**src/include/mesh_defs.svh**
```systemverilog
// Mesh fabric defines for node count, message width and payload width

`ifndef MESH_DEFS_SVH
`define MESH_DEFS_SVH

// ==========================================================
// Fabric size
// ==========================================================

// Nodes in the single row, one column index each
// Column field is 4 bits, so at most 16 nodes
`define MESH_NODES 4

// ==========================================================
// Message layout
// ==========================================================

// Whole message carried on every stream
`define MESH_MSG_W 32

// Payload field, also the width of each node output register
`define MESH_PAYLOAD_W 16

`endif

```
**src/source/mesh_pkg.sv**
```systemverilog
// Mesh package with message field types, opcode constants and queue states

`include "mesh_defs.svh"

package mesh_pkg;

    // Message fields: opcode [31:30], column [29:26], reserved [25:16], payload [15:0]
    typedef logic [`MESH_MSG_W-1:0]     message_t;
    typedef logic [1:0]                 opcode_t;
    typedef logic [3:0]                 column_t;
    typedef logic [`MESH_PAYLOAD_W-1:0] payload_t;

    // Recognised opcodes, 0 and 3 are invalid
    localparam opcode_t OP_LOAD    = 2'd1;
    localparam opcode_t OP_FORWARD = 2'd2;

    // Occupancy of a two-entry queue
    typedef enum logic [1:0] {
        EMPTY,
        ONE,
        FULL
    } queue_state_t;

    // Field extraction
    function automatic opcode_t msg_opcode(message_t msg);
        return msg[31:30];
    endfunction

    function automatic column_t msg_column(message_t msg);
        return msg[29:26];
    endfunction

    function automatic payload_t msg_payload(message_t msg);
        return msg[`MESH_PAYLOAD_W-1:0];
    endfunction

endpackage : mesh_pkg

```
**src/source/mesh_ingress.sv**
```systemverilog
// Mesh ingress with a two-entry inbound queue that drops messages with unknown opcodes

module mesh_ingress (
    input  logic               i_clk,
    input  logic               i_reset,
    // Inbound stream
    input  mesh_pkg::message_t i_inbound_data,
    input  logic               i_inbound_valid,
    output logic               o_inbound_ready,
    // Stream towards node 0
    output mesh_pkg::message_t o_data,
    output logic               o_valid,
    input  logic               i_ready,
    // Nothing held
    output logic               o_idle
);

    // ==========================================================
    // Queue storage and control
    // ==========================================================

    mesh_pkg::queue_state_t q_state;
    mesh_pkg::message_t     slot_head;
    mesh_pkg::message_t     slot_tail;
    mesh_pkg::opcode_t      in_opcode;
    logic                   opcode_ok;
    logic                   wr_en;
    logic                   rd_en;

    // Opcode filter
    assign in_opcode = mesh_pkg::msg_opcode(i_inbound_data);
    assign opcode_ok = (in_opcode == mesh_pkg::OP_LOAD) ||
                       (in_opcode == mesh_pkg::OP_FORWARD);

    // Ready only from own occupancy
    assign o_inbound_ready = (q_state != mesh_pkg::FULL);

    // Bad opcodes are accepted but never written
    assign wr_en = i_inbound_valid && o_inbound_ready && opcode_ok;
    assign rd_en = o_valid && i_ready;

    // Head slot drives node 0
    assign o_valid = (q_state != mesh_pkg::EMPTY);
    assign o_data  = slot_head;
    assign o_idle  = (q_state == mesh_pkg::EMPTY);

    // ==========================================================
    // Occupancy FSM
    // ==========================================================

    always_ff @(posedge i_clk) begin
        if (i_reset) begin
            q_state <= mesh_pkg::EMPTY;
        end else begin
            case (q_state)
                mesh_pkg::EMPTY: begin
                    if (wr_en) q_state <= mesh_pkg::ONE;
                end
                mesh_pkg::ONE: begin
                    // Write and read together keep one entry
                    if (wr_en && !rd_en) q_state <= mesh_pkg::FULL;
                    else if (!wr_en && rd_en) q_state <= mesh_pkg::EMPTY;
                end
                mesh_pkg::FULL: begin
                    if (rd_en) q_state <= mesh_pkg::ONE;
                end
                default: q_state <= mesh_pkg::EMPTY;
            endcase
        end
    end

    // Slot updates keep the oldest message in the head
    always_ff @(posedge i_clk) begin
        case (q_state)
            mesh_pkg::EMPTY: begin
                if (wr_en) slot_head <= i_inbound_data;
            end
            mesh_pkg::ONE: begin
                // Head leaves and the new message takes its place
                if (wr_en && rd_en) slot_head <= i_inbound_data;
                else if (wr_en) slot_tail <= i_inbound_data;
            end
            mesh_pkg::FULL: begin
                // Tail moves up
                if (rd_en) slot_head <= slot_tail;
            end
            default: slot_head <= slot_head;
        endcase
    end

    // ==========================================================
    // Checks
    // ==========================================================

    // Full queue that is not read keeps both slots and its state
    a_no_overflow: assert property (
        @(posedge i_clk) disable iff (i_reset)
        (q_state == mesh_pkg::FULL && !rd_en) |=>
            (q_state == mesh_pkg::FULL && $stable(slot_head) && $stable(slot_tail))
    );

endmodule : mesh_ingress

```
**src/source/mesh_node.sv**
```systemverilog
// Mesh node, single-entry routing stage that absorbs LOADs for its own column

module mesh_node #(
    parameter int COLUMN = 0
) (
    input  logic               i_clk,
    input  logic               i_reset,
    // Stream from the west
    input  mesh_pkg::message_t i_data,
    input  logic               i_valid,
    output logic               o_ready,
    // Stream to the east
    output mesh_pkg::message_t o_data,
    output logic               o_valid,
    input  logic               i_ready,
    // Node output register
    output mesh_pkg::payload_t o_output,
    // Nothing held
    output logic               o_idle
);

    // ==========================================================
    // Internal state
    // ==========================================================

    localparam mesh_pkg::column_t MY_COLUMN = mesh_pkg::column_t'(COLUMN);

    logic               held_valid;
    mesh_pkg::message_t held_data;
    mesh_pkg::payload_t output_q;
    logic               accept;
    logic               consume;
    logic               pass_on;
    logic               send;

    // Free now, or freed by the transfer east in this cycle
    assign o_ready = !held_valid || i_ready;

    assign accept = i_valid && o_ready;
    assign send   = held_valid && i_ready;

    // LOAD for this column stops here
    assign consume = accept &&
                     (mesh_pkg::msg_opcode(i_data) == mesh_pkg::OP_LOAD) &&
                     (mesh_pkg::msg_column(i_data) == MY_COLUMN);

    // Everything else goes east
    assign pass_on = accept && !consume;

    // ==========================================================
    // Pass-through register
    // ==========================================================

    always_ff @(posedge i_clk) begin
        if (i_reset) begin
            held_valid <= 1'b0;
        end else if (pass_on) begin
            held_valid <= 1'b1;
        end else if (send) begin
            held_valid <= 1'b0;
        end
    end

    // Payload capture
    always_ff @(posedge i_clk) begin
        if (pass_on) held_data <= i_data;
    end

    // ==========================================================
    // Output register
    // ==========================================================

    // Written on the acceptance edge, zero after reset
    always_ff @(posedge i_clk) begin
        if (i_reset) begin
            output_q <= '0;
        end else if (consume) begin
            output_q <= mesh_pkg::msg_payload(i_data);
        end
    end

    assign o_data   = held_data;
    assign o_valid  = held_valid;
    assign o_output = output_q;
    assign o_idle   = !held_valid;

    // ==========================================================
    // Checks
    // ==========================================================

    // Held message stays put until the next node takes it
    a_hold_stable: assert property (
        @(posedge i_clk) disable iff (i_reset)
        (o_valid && !i_ready) |=> (o_valid && $stable(o_data))
    );

endmodule : mesh_node

```
**src/source/mesh_egress.sv**
```systemverilog
// Mesh egress, two-entry outbound queue for FORWARD messages plus the fabric idle flag

`include "mesh_defs.svh"

module mesh_egress (
    input  logic                   i_clk,
    input  logic                   i_reset,
    // Stream from the last node
    input  mesh_pkg::message_t     i_data,
    input  logic                   i_valid,
    output logic                   o_ready,
    // Idle levels from the rest of the fabric
    input  logic [`MESH_NODES-1:0] i_nodes_idle,
    input  logic                   i_ingress_idle,
    // Outbound stream
    output mesh_pkg::message_t     o_outbound_data,
    output logic                   o_outbound_valid,
    input  logic                   i_outbound_ready,
    // Whole fabric quiet
    output logic                   o_idle
);

    // ==========================================================
    // Queue storage and control
    // ==========================================================

    mesh_pkg::queue_state_t q_state;
    mesh_pkg::message_t     slot_head;
    mesh_pkg::message_t     slot_tail;
    logic                   is_forward;
    logic                   wr_en;
    logic                   rd_en;
    logic                   idle_q;
    logic                   idle_next;

    // Stray LOADs are accepted and dropped
    assign is_forward = (mesh_pkg::msg_opcode(i_data) == mesh_pkg::OP_FORWARD);

    assign o_ready = (q_state != mesh_pkg::FULL);
    assign wr_en   = i_valid && o_ready && is_forward;
    assign rd_en   = o_outbound_valid && i_outbound_ready;

    assign o_outbound_valid = (q_state != mesh_pkg::EMPTY);
    assign o_outbound_data  = slot_head;

    // ==========================================================
    // Occupancy FSM
    // ==========================================================

    always_ff @(posedge i_clk) begin
        if (i_reset) begin
            q_state <= mesh_pkg::EMPTY;
        end else begin
            case (q_state)
                mesh_pkg::EMPTY: begin
                    if (wr_en) q_state <= mesh_pkg::ONE;
                end
                mesh_pkg::ONE: begin
                    if (wr_en && !rd_en) q_state <= mesh_pkg::FULL;
                    else if (!wr_en && rd_en) q_state <= mesh_pkg::EMPTY;
                end
                mesh_pkg::FULL: begin
                    if (rd_en) q_state <= mesh_pkg::ONE;
                end
                default: q_state <= mesh_pkg::EMPTY;
            endcase
        end
    end

    // Head holds the oldest message
    always_ff @(posedge i_clk) begin
        case (q_state)
            mesh_pkg::EMPTY: begin
                if (wr_en) slot_head <= i_data;
            end
            mesh_pkg::ONE: begin
                if (wr_en && rd_en) slot_head <= i_data;
                else if (wr_en) slot_tail <= i_data;
            end
            mesh_pkg::FULL: begin
                if (rd_en) slot_head <= slot_tail;
            end
            default: slot_head <= slot_head;
        endcase
    end

    // ==========================================================
    // Idle flag
    // ==========================================================

    // Queue empty, nothing arriving, every stage upstream empty
    assign idle_next = (q_state == mesh_pkg::EMPTY) && !i_valid &&
                       (&i_nodes_idle) && i_ingress_idle;

    // Comes out of reset high
    always_ff @(posedge i_clk) begin
        if (i_reset) idle_q <= 1'b1;
        else idle_q <= idle_next;
    end

    assign o_idle = idle_q;

    // ==========================================================
    // Checks
    // ==========================================================

    // Outbound message held steady while the sink stalls
    a_outbound_stable: assert property (
        @(posedge i_clk) disable iff (i_reset)
        (o_outbound_valid && !i_outbound_ready) |=>
            (o_outbound_valid && $stable(o_outbound_data))
    );

endmodule : mesh_egress

```
**src/source/mesh_top.sv**
```systemverilog
// Mesh top level, ingress queue feeding a row of routing nodes drained by the egress

`include "mesh_defs.svh"

module mesh_top (
    input  logic                                   i_clk,
    input  logic                                   i_reset,
    // Inbound stream
    input  mesh_pkg::message_t                     i_inbound_data,
    input  logic                                   i_inbound_valid,
    output logic                                   o_inbound_ready,
    // Outbound stream
    output mesh_pkg::message_t                     o_outbound_data,
    output logic                                   o_outbound_valid,
    input  logic                                   i_outbound_ready,
    // Node output registers, node k at bits k*16 upward
    output logic [`MESH_NODES*`MESH_PAYLOAD_W-1:0] o_outputs,
    // Whole fabric quiet
    output logic                                   o_idle
);

    // ==========================================================
    // Chain wiring
    // ==========================================================

    // Link k feeds node k, link MESH_NODES feeds the egress
    mesh_pkg::message_t     chain_data  [`MESH_NODES+1];
    logic                   chain_valid [`MESH_NODES+1];
    logic                   chain_ready [`MESH_NODES+1];
    logic [`MESH_NODES-1:0] nodes_idle;
    logic                   ingress_idle;

    // ==========================================================
    // Ingress
    // ==========================================================

    mesh_ingress u_ingress (
        .i_clk           (i_clk),
        .i_reset         (i_reset),
        .i_inbound_data  (i_inbound_data),
        .i_inbound_valid (i_inbound_valid),
        .o_inbound_ready (o_inbound_ready),
        .o_data          (chain_data[0]),
        .o_valid         (chain_valid[0]),
        .i_ready         (chain_ready[0]),
        .o_idle          (ingress_idle)
    );

    // ==========================================================
    // Node row
    // ==========================================================

    for (genvar idx = 0; idx < `MESH_NODES; idx++) begin : gen_nodes
        mesh_node #(
            .COLUMN (idx)
        ) u_node (
            .i_clk    (i_clk),
            .i_reset  (i_reset),
            .i_data   (chain_data[idx]),
            .i_valid  (chain_valid[idx]),
            .o_ready  (chain_ready[idx]),
            .o_data   (chain_data[idx+1]),
            .o_valid  (chain_valid[idx+1]),
            .i_ready  (chain_ready[idx+1]),
            .o_output (o_outputs[idx*`MESH_PAYLOAD_W +: `MESH_PAYLOAD_W]),
            .o_idle   (nodes_idle[idx])
        );
    end

    // ==========================================================
    // Egress
    // ==========================================================

    mesh_egress u_egress (
        .i_clk            (i_clk),
        .i_reset          (i_reset),
        .i_data           (chain_data[`MESH_NODES]),
        .i_valid          (chain_valid[`MESH_NODES]),
        .o_ready          (chain_ready[`MESH_NODES]),
        .i_nodes_idle     (nodes_idle),
        .i_ingress_idle   (ingress_idle),
        .o_outbound_data  (o_outbound_data),
        .o_outbound_valid (o_outbound_valid),
        .i_outbound_ready (i_outbound_ready),
        .o_idle           (o_idle)
    );

endmodule : mesh_top

```
**config.mk**
```make
export PLATFORM = sky130hd
export DESIGN_NAME = mesh_top
export DESIGN_NICKNAME = d
export VERILOG_FILES = /design/src/source/mesh_pkg.sv /design/src/source/mesh_ingress.sv /design/src/source/mesh_node.sv /design/src/source/mesh_egress.sv /design/src/source/mesh_top.sv
export VERILOG_INCLUDE_DIRS = /design/src /design/src/include
export SDC_FILE = /design/constraint.sdc
export NUM_CORES = 1
export LEC_CHECK = 0
export BUFFER_PORTS_ARGS = -buffer_cell sky130_fd_sc_hd__buf_2
export CAP_MARGIN = 20
export CORE_ASPECT_RATIO = 1.2
export CORE_MARGIN = 8
export CORE_UTILIZATION = 60
export CTS_CLUSTER_DIAMETER = 120
export CTS_CLUSTER_SIZE = 20
export DETAILED_ROUTE_END_ITERATION = 8
export PLACE_DENSITY = 0.88
export REMOVE_ABC_BUFFERS = 1
export SLEW_MARGIN = 15
export SYNTH_ARGS = -nofsm -noshare
export SYNTH_HDL_FRONTEND = slang
export SYNTH_HIERARCHICAL = 1
export SYNTH_SLANG_ARGS = --single-unit
```
**constraint.sdc**
```tcl
create_clock -name i_clk -period 13.8 [get_ports i_clk]
set_input_delay 2.07 -clock i_clk [delete_from_list [all_inputs] [get_ports i_clk]]
set_output_delay 2.07 -clock i_clk [all_outputs]
set_load 0.05 [all_outputs]
```
==> out/metrics.cfg, run 1 <==
[clock_tree]
numClockSinks=329
cts_made_buffers=20
clk_transition_reported_paths_ns=0.08
cts_setup_buffers=0
cts_root_buffer=clkbuf_16
ctsResizeCount=0
cts_tree=yes
clock_path_buffers=3
insertion_delay_ns=0.50
hold_buffers=0
cts_max_level=1

[cells_and_area]
area_delta_synth_final_pct=11.2
fin_nets=936
layout_commonest_cell=edfxtp_1
design_area_sq_um=13800
antenna_cells=0
layout-drive-gt1-share=0.260
final_cell_mix=256 x edfxtp_1, 133 x buf_2, 132 x nand2b_1

[grt]
grtUsageMet3=0.0306
busiest_layer=met2
antenna_found_initial=0
grt_pass1_wl_microns=32000
grt_pass1_vias=6268
use_met2=0.271
grt_max_degree=140
grt.total_usage=0.153
overflow=0
grtUsageMet1=0.183

[logic_synthesis]
ys_seq_elements=329
syn_area_sq_um=12400
syn_avg_cell_area_sq_um=16.3
synth_edf_count=256
seq_area_frac_synth=0.737
ys_warn_count=6
ys_types=43
synthArstFlopShare=0
ys.flop_type=edfxtp_1
syn_inst=761

[pwr]
ir_drop_v=0.000106
p_leak_nw=5.01
powerDensity_nw_per_um2=126

[timing]
fin_skew_ns=0.0177
slew_viol_final=0
finalSetupTns_ns=0
rsz0062_at_grt=no
hold_violations=0
post-route-min-period_ns=3.79
fin_crit_sh=0.275
whs_ns=0.420
finalSetupViolCount=0
slew_headroom=0.337
worst_slew_pin_slew_ns=0.994
fmax_mhz=264

[place]
dp_hpwl_microns=13600
place_area_sq_um=13200
gp_congestion=0.710
io_buffers=134

[detailed_routing]
drc=0
drtIter0Drc=422
routed_via_density=5.11
ant_nets=0
wl_per_cell_microns=16.8
vias=5995
wl_microns=19700
firstDrtPassIters=5

[worst_setup_path]
cp-end-kind=primary output
crit_arrival_ns=1.72
path_class=reg -> out
path_max_fanout=33
startpoint_type=flop
required_ns=11.73

[floorplanning]
placementRows=57
die_w_microns=147
dieArea_sq_um=25600
io_pins=135
start_util=0.613
core_sq_um=20300
chipHeight_microns=174

[min_path]
hp-class=reg -> reg

[status]
status=finished clean

[flow_run]
max-cap-violations=0

[state kept, by name, indices dropped and copies added, names as in the netlist, 2 cells and up]
name	flops
u_ingress/slot_tail	32
u_egress/slot_tail	32
u_egress/q_state	2
gen_nodes.u_node/o_data	128
u_ingress/q_state	2
u_ingress/o_data	32
gen_nodes.u_node/o_valid	4
gen_nodes.u_node/o_output	64
u_egress/o_outbound_data	32
[stage by stage]
stage	total power [mW]	worst slack (ns)	utilization	cells
4_1_cts	1.75	9.99	0.680	1172
3_3_place_gp	1.18	10.30	0.651	1137
6_report	1.74	10.01	0.682	1174
5_1_grt	1.79	9.90	0.682	1174
2_1_floorplan	1.16	7.16	-	729
3_5_place_dp	1.18	10.26	0.651	1137
[report_power, final]
part	switching [mW]	internal, mW
registers	0.0107	1.09
clock network	0.292	0.287
logic	0.0329	0.0210
total	0.336	1.40
[per-layer routing]
metal  part of all wire  up-vias
met5                  0        -
met4              0.022        0
met2               0.51      125
met1               0.42     2879
met3              0.046       30
li1                   -     2961
[path summary, 6_finish.rpt]
check                             from                              to  slack [ns]  depth (start not counted)
hold / removal    u_ingress/o_data[18]  gen_nodes[0].u_node/o_data[18]        0.42                          0
setup reg to reg   u_egress/q_state[1]          u_ingress/slot_tail[9]       10.47                          9
setup / recovery  u_ingress/q_state[1]                 o_inbound_ready       10.01                          3
hold reg to reg   u_ingress/o_data[18]  gen_nodes[0].u_node/o_data[18]        0.42                          0
[critical path: stages (launching register included)]
cell and delay [ns]:
dfxtp_1 0.38, nor2b_2 0.20, inv_4 0.28, buf_2 0.34
[cells by family (layout without fill, tap and decap cells)]
family	after synthesis	after routing	share of synthesized area
simple gates	266	266	0.128
xor+xnor	1	1	0.000706
fa+ha+maj	4	4	0.00403
mux	96	96	0.0891
compound gates	19	19	0.0114
buf+inv	46	194	0.0302
flops	329	329	0.737
[Yosys cell counts (all sizes together), types with 3 or more instances]
master    n  area, sq um
mux2     32          465
o211a     4         40.0
mux2i    64          641
nand3b    4         30.0
buf      20          275
nor4b     5          104
nor2      4         15.0
dfxtp    73         1460
edfxtp  256         7690
ha        4         50.1
or4bb     3         36.3
clkbuf   12         45.0
a21oi     6         30.0
inv      14         55.1
or2       5         41.3
nand2b  132          826
nand2   100          398
o21ai     4         20.0
[layout make-up]
class	instances	area (sq um)
Multi-Input combinational cell	386	2910
Inverter	14	55.1
Fill cell	1364	6450
Sequential cell	329	9150
Timing Repair Buffer	145	771
Clock buffer	34	574
Tap cell	265	332
Clock inverter	1	16.3
(Power assumes the default switching activity.)
==> run 2, diff against run 1 <==
Settings changed: ABC_AREA set to 1, CORE_UTILIZATION 60 to 52, PLACE_DENSITY 0.88 to 0.82.
Clock period 13.8 ns to 3.2 ns, I/O delays scaled along.
==> run 2 against run 1 <==
Compared with the run above: via count up 19%; worst hold slack worse by 0.27 ns; first-iteration DRC count up 12%; highest routed layer unchanged; critical endpoint is now gen_nodes[1].u_node/o_data[8]; clock-buffer cell count unchanged; worst setup slack worse by 9.3 ns; register-to-register slack worse by 9.8 ns; global-route usage down 0.56 points; area after synthesis down 1.5%; sequential cell count unchanged; critical path depth up 10.
==> out/metrics.cfg, run 2 <==
[logic_synthesis]
seq_area_frac_synth=0.748  ; was 0.737
yosys-top-cells-area=edfxtp_1 63%, dfxtp_1 12%, nand2_1 8.7%  ; was edfxtp_1 62%, dfxtp_1 12%, nand2b_1 6.7%
ys_warn_count=6  ; unchanged
syn_avg_cell_area_sq_um=11.9  ; was 16.3 sq um
syn_inst=1024  ; was 761
ys_types=24  ; was 43
yosysMostFrequentCell=nand2_1  ; was edfxtp_1
synthArstFlopShare=0  ; unchanged
synth_commonest_cells=283 x nand2_1, 256 x edfxtp_1, 139 x nor2_1  ; was 256 x edfxtp_1, 132 x nand2b_1, 91 x nand2_1
syn_area_sq_um=12200  ; was 12400 sq um
synth.top_cell.area_share=0.629  ; was 0.619
ys.flop_type=edfxtp_1  ; unchanged
synth_edf_count=256  ; unchanged
ys_seq_elements=329  ; unchanged
post-synth-top-area-cell=edfxtp_1  ; unchanged

[worst_setup_path]
r2r-start=u_egress/q_state[0]  ; was u_egress/q_state[1]
critPathMaxStageDelay_ns=0.46  ; was 0.38 ns
cp_slowest_cell=inv_1  ; was dfxtp_1
crit_path_frequent_cell=inv_1
crit_chain=inv_2 -> nand2_4 -> inv_1 -> nand2_2 -> inv_1 -> nand2_2 -> inv_1 -> nand2_2 -> nand2_1 -> inv_1 -> nand2_1 -> inv_1 -> buf_12  ; was nor2b_2 -> inv_4 -> buf_2
startpoint_type=flop  ; unchanged
path_max_fanout=35  ; was 33
endpoint=gen_nodes[1].u_node/o_data[8]  ; was o_inbound_ready
r2r.worst_path.cells=13  ; was 9
required_ns=3.42  ; was 11.73 ns
r2r_setup_slack_ns=0.66  ; was 10.47 ns
cp-end-kind=flop  ; was primary output
crit_start=u_egress/q_state[0]  ; was u_ingress/q_state[1]
path_class=reg -> reg  ; was reg -> out
crit_arrival_ns=2.76  ; was 1.72 ns
r2r_end=gen_nodes[1].u_node/o_data[8]  ; was u_ingress/slot_tail[9]

[grt]
grt.total_usage=0.147  ; was 0.153
antenna_found_initial=1  ; was 0
grt_max_degree=36  ; was 140
grt_pass1_vias=7216  ; was 6268
overflow=0  ; unchanged
grt_pass1_wl_microns=34200  ; was 32000 microns

[cells_and_area]
final_cell_mix=283 x nand2_1, 256 x edfxtp_1, 137 x nor2_1  ; was 256 x edfxtp_1, 133 x buf_2, 132 x nand2b_1
largest_reg_flops=128  ; unchanged
layout-drive-gt1-share=0.187  ; was 0.260
finalNonFillerCells=1491  ; was 1174
design_area_sq_um=13800  ; about the same
fin_nets=1202  ; was 936
area_delta_synth_final_pct=12.6  ; was 11.2%
layout_commonest_cell=nand2_1  ; was edfxtp_1
final_util=0.596  ; was 0.682

[place]
io_buffers=134  ; unchanged
place_area_sq_um=13200  ; about the same
dp_cells=1455  ; was 1137
gp_congestion=0.838  ; was 0.710
dp_hpwl_microns=15500  ; was 13600 microns

[pwr]
switching_power_mw=2.51  ; was 0.336 mW
pwr-share-clk=0.265  ; was 0.334
p_sw_frac=0.264  ; was 0.193
total_power_mw=9.50  ; was 1.74 mW
pwr-share-seq=0.602  ; was 0.635
ir_drop_v=0.000364  ; was 0.000106 V
combinationalPowerShare=0.133  ; was 0.031
powerDensity_nw_per_um2=690  ; was 126 nW/um^2
cellInternalPower_mw=6.99  ; was 1.40 mW
p_leak_nw=5.67  ; was 5.01 nW

[flow_run]
max-cap-violations=0  ; unchanged

[timing]
fin_crit_sh=0.793
finalSetupTns_ns=0  ; unchanged
post-route-min-period_ns=2.54
fin_skew_ns=0.0146  ; was 0.0177 ns
worst_slew_pin_slew_ns=0.617  ; was 0.994 ns
hold_violations=0  ; unchanged
rsz0062_at_grt=no  ; unchanged
slew_viol_final=0  ; unchanged
slew_headroom=0.588  ; was 0.337
fmax_mhz=394
finalSetupViolCount=0  ; unchanged

[floorplanning]
io_pins=135  ; unchanged
core_sq_um=23100  ; was 20300 sq um
dieArea_sq_um=28700  ; was 25600 sq um
chipHeight_microns=184  ; was 174 microns
die_w_microns=156  ; was 147 microns
placementRows=61  ; was 57
start_util=0.529  ; was 0.613

[detailed_routing]
firstDrtPassIters=4  ; was 5
drc=0  ; unchanged
ant_nets=0  ; unchanged
wl_microns=21200  ; was 19700 microns
wl_per_cell_microns=14.2  ; was 16.8 microns
routed_via_density=4.79  ; was 5.11
drtIter0Drc=472  ; was 422
vias=7145  ; was 5995

[clock_tree]
insertion_delay_ns=0.51  ; was 0.50 ns
clk_transition_reported_paths_ns=0.08  ; about the same
clock_path_buffers=3  ; unchanged
ctsResizeCount=0  ; unchanged
cts_made_buffers=20  ; unchanged
cts_max_level=1  ; unchanged
cts_tree=yes  ; unchanged
cts_setup_buffers=0  ; unchanged
numClockSinks=329  ; unchanged
cts_root_buffer=clkbuf_16  ; unchanged
hold_buffers=0  ; unchanged

[min_path]
hp-class=in -> reg  ; was reg -> reg

[status]
status=finished clean  ; unchanged

run 2: cell count changes after synthesis, sizes merged, moves of 8 or more:
cell and delta:
buf +8, mux2i -64, mux2 -32, nor2 +155, nand3 +75, nand2 +192
nand2b -132, inv +106, clkbuf -12
run 2: through the flow:
| stage | setup WS, ns | hold WS [ns] |
|---|---|---|
| after floorplan | -1.55 | 0.400 |
| after global placement | 0.836 | 0.403 |
| after detailed placement | 0.734 | 0.405 |
| after CTS | 0.656 | 0.131 |
| after global routing | 0.411 | 0.130 |
| final | 0.661 | 0.149 |
run 2: critical path: cells and delay by family, from the launching register on:
family | cells | cell delay, ns
buf+inv | 7 | 1.06
flops | 1 | 0.40
simple gates | 6 | 0.76
run 2: worst min-delay path by stage:
stage	startpoint	end	slack, ns	cells after the start
detailed placement	gen_nodes[2].u_node/o_data[22]	gen_nodes[3].u_node/o_data[22]	0.40	0
global route	i_inbound_data[29]	u_ingress/slot_tail[29]	0.13	1
floorplan	u_ingress/o_data[16]	gen_nodes[0].u_node/o_data[16]	0.40	0
global placement	u_ingress/o_data[24]	gen_nodes[0].u_node/o_data[24]	0.40	0
finish	i_inbound_data[15]	u_ingress/slot_tail[15]	0.15	1
CTS	i_inbound_data[0]	u_ingress/slot_tail[0]	0.13	1
run 2: layer usage:
layer / part of all wire / track usage / vias to the layer above
met5: 0 / 0 / -
met4: 0.025 / 0.0579 / 0
met2: 0.52 / 0.273 / 214
met1: 0.39 / 0.165 / 3307
met3: 0.064 / 0.0247 / 42
li1: - / - / 3582
run 2: area by class of cell:
type	instances	area [sq um]
clock inverters	1	16.3
repair buffers	144	758
well taps	315	394
multi-input cells	547	2430
diodes	1	2.50
clock buffers	34	574
fillers	1796	9350
inverters	120	450
flip-flops and latches	329	9150
run 2: power by group through the flow:
| stage | registers, mW | clock network, mW | logic [mW] |
|---|---|---|---|
| floorplan | 5.82 | 0 | 0.815 |
| global placement | 5.78 | 0 | 1.19 |
| detailed placement | 5.81 | 0 | 1.26 |
| CTS | 5.72 | 2.58 | 1.27 |
| global route | 5.78 | 2.73 | 1.42 |
| finish | 5.71 | 2.52 | 1.26 |
run 2: cell families (layout without fill, tap and decap cells):
family                   count (synthesis)  after routing  synth area share
AO/OA/AOI/OAI                           14             14           0.00624
adder cells (fa/ha/maj)                  4              4           0.00409
buffers and inverters                  148            299            0.0546
flip-flops                             329            329             0.748
other                                    0              1                 0
AND/OR/NAND/NOR                        529            529             0.187
==> run 3, diff against run 2 <==
Settings changed: CORE_UTILIZATION 52 to 58, PLACE_DENSITY 0.82 to 0.86.
Clock period 3.2 ns to 2.6 ns, I/O delays scaled along.
==> run 3 against run 2 <==
Compared with the run above: register-to-register slack lost 0.30 ns; largest cell class unchanged; cell count decreased by 2.9%; sequential cell count unchanged; critical path depth fell by 4; design area shrank 0.33%; combinational power rose by 22%; non-clock buffer count increased by 2; fmax is 13% higher; power grew 23%; first-iteration DRC count is 2.3% higher; critical endpoint is now u_egress/o_outbound_data[16]; core utilization grew 6.4 points; worst setup slack got worse by 0.30 ns; largest power group unchanged.
==> out/metrics.cfg, run 3 (synthesized netlist as in run 2, its figures left out) <==
[grt]
antenna_found_initial=0  ; was 1
overflow=0  ; unchanged
grt_pass1_vias=7314  ; was 7216
grt_pass1_wl_microns=34800  ; was 34200 microns
grt.total_usage=0.163  ; was 0.147
grt_max_degree=36  ; unchanged

[worst_setup_path]
cp-end-kind=flop  ; unchanged
cp_slowest_cell=dfxtp_1  ; was inv_1
path_max_fanout=34  ; was 35
required_ns=2.77  ; was 3.42 ns
path_class=reg -> reg  ; unchanged
crit_chain=inv_2 -> nand2_4 -> buf_4 -> nand3_2 -> inv_1 -> ha_1 -> a21oi_1 -> nor2_2 -> buf_4  ; was inv_2 -> nand2_4 -> inv_1 -> nand2_2 -> inv_1 -> nand2_2 -> inv_1 -> nand2_2 -> nand2_1 -> inv_1 -> nand2_1 -> inv_1 -> buf_12
crit_arrival_ns=2.40  ; was 2.76 ns
crit_path_frequent_cell=buf_4  ; was inv_1
critPathMaxStageDelay_ns=0.41  ; was 0.46 ns
r2r_setup_slack_ns=0.36  ; was 0.66 ns
startpoint_type=flop  ; unchanged

[cells_and_area]
multiInputGateArea_sq_um=2430  ; unchanged
fillers=1500  ; was 1796
fin_nets=1204  ; was 1202
seq_area_sq_um=9150  ; unchanged
area_delta_synth_final_pct=12.3  ; was 12.6%
design_area_sq_um=13700  ; was 13800 sq um
final_cell_mix=283 x nand2_1, 256 x edfxtp_1, 137 x nor2_1  ; unchanged
finalNonFillerCells=1448  ; was 1491
layout-drive-gt1-share=0.188  ; was 0.187
layout_commonest_cell=nand2_1  ; unchanged
largest_reg_flops=128  ; unchanged
final_util=0.659  ; was 0.596
antenna_cells=0  ; was 1

[detailed_routing]
wl_microns=20800  ; was 21200 microns
ant_nets=0  ; unchanged
routed_via_density=4.97  ; was 4.79
firstDrtPassIters=5  ; was 4
vias=7202  ; was 7145
drc=0  ; unchanged
wl_per_cell_microns=14.3  ; was 14.2 microns
drtIter0Drc=483  ; was 472

[clock_tree]
insertion_delay_ns=0.50  ; was 0.51 ns
hold_buffers=0  ; unchanged
clk_transition_reported_paths_ns=0.08  ; about the same
cts_tree=yes  ; unchanged
ctsResizeCount=0  ; unchanged
cts_made_buffers=20  ; unchanged
numClockSinks=329  ; unchanged
cts_setup_buffers=0  ; unchanged
cts_root_buffer=clkbuf_16  ; unchanged
cts_max_level=1  ; unchanged
clock_path_buffers=3  ; unchanged

[timing]
hold_violations=0  ; unchanged
finalSetupViolCount=0  ; unchanged
rsz0062_at_grt=no  ; unchanged
slew_viol_final=0  ; unchanged
whs_ns=0.0739  ; was 0.149 ns
fin_crit_sh=0.861  ; was 0.793
worst_slack_ns=0.362  ; was 0.661 ns
fmax_mhz=447  ; was 394 MHz
post-route-min-period_ns=2.24  ; was 2.54 ns
worst_slew_pin_slew_ns=0.580  ; was 0.617 ns
finalSetupTns_ns=0  ; unchanged
slew_headroom=0.613  ; was 0.588
fin_skew_ns=0.0144  ; was 0.0146 ns

[pwr]
total_power_mw=11.6  ; was 9.50 mW
ir_drop_v=0.000629  ; was 0.000364 V
p_leak_nw=5.68  ; was 5.67 nW
powerDensity_nw_per_um2=848  ; was 690 nW/um^2

[min_path]
hp-class=in -> reg  ; unchanged

[floorplanning]
start_util=0.587  ; was 0.529
io_pins=135  ; unchanged
dieArea_sq_um=26000  ; was 28700 sq um
die_w_microns=149  ; was 156 microns
core_sq_um=20800  ; was 23100 sq um
placementRows=58  ; was 61
chipHeight_microns=175  ; was 184 microns

[place]
place_area_sq_um=13100  ; was 13200 sq um
dp_hpwl_microns=15200  ; was 15500 microns
dp_slack_ns=0.366  ; was 0.734 ns
dp_cells=1411  ; was 1455
gp_congestion=0.887  ; was 0.838
io_buffers=134  ; unchanged

[status]
status=finished clean  ; unchanged

[flow_run]
max-cap-violations=0  ; unchanged

==> run 3: changes by cell type in the layout (fill, tap and decap cells not counted), sizes merged <==
cell,change
buf,+2
clkbuf,+1
diode,-1
==> run 3: final cells by class <==
| class | count | area share |
|---|---|---|
| clock buffers | 35 | 0.0421 |
| clock inverters | 1 | 0.00118 |
| inverters | 120 | 0.0328 |
| multi-input cells | 547 | 0.177 |
| flip-flops and latches | 329 | 0.666 |
| well taps | 270 | 0.0246 |
| repair buffers | 146 | 0.0560 |
==> run 3: per-layer routing <==
layer,vias up,track usage,part of all wire
met4,0,0.0600,0.027
met1,3349,0.183,0.38
met3,40,0.0331,0.073
li1,3591,-,-
met2,222,0.297,0.52
met5,-,0,0
==> run 3: final timing paths <==
kind,end,cells after the start,from
setup / recovery,u_egress/o_outbound_data[16],9,u_egress/q_state[0]
hold / removal,u_ingress/slot_tail[11],1,i_inbound_data[11]
setup reg to reg,u_egress/o_outbound_data[16],9,u_egress/q_state[0]
hold reg to reg,gen_nodes[2].u_node/o_data[24],0,gen_nodes[1].u_node/o_data[24]
==> run 3: power breakdown <==
part	total, mW	leakage (nW)	switching [mW]	internal [mW]
Combinational	1.54	2.46	1.16	0.380
Sequential	7.03	2.93	0.334	6.70
Clock	3.07	0.282	1.54	1.53
==> run 3: critical path: cells and delay by family (launching register included) <==
kind                       cells  cell delay [ns]
buffers and inverters          4             0.90
DFF                            1             0.41
and+or+nand+nor                3             0.32
adders and majority gates      1             0.18
AOI/OAI and AO/OA              1             0.10
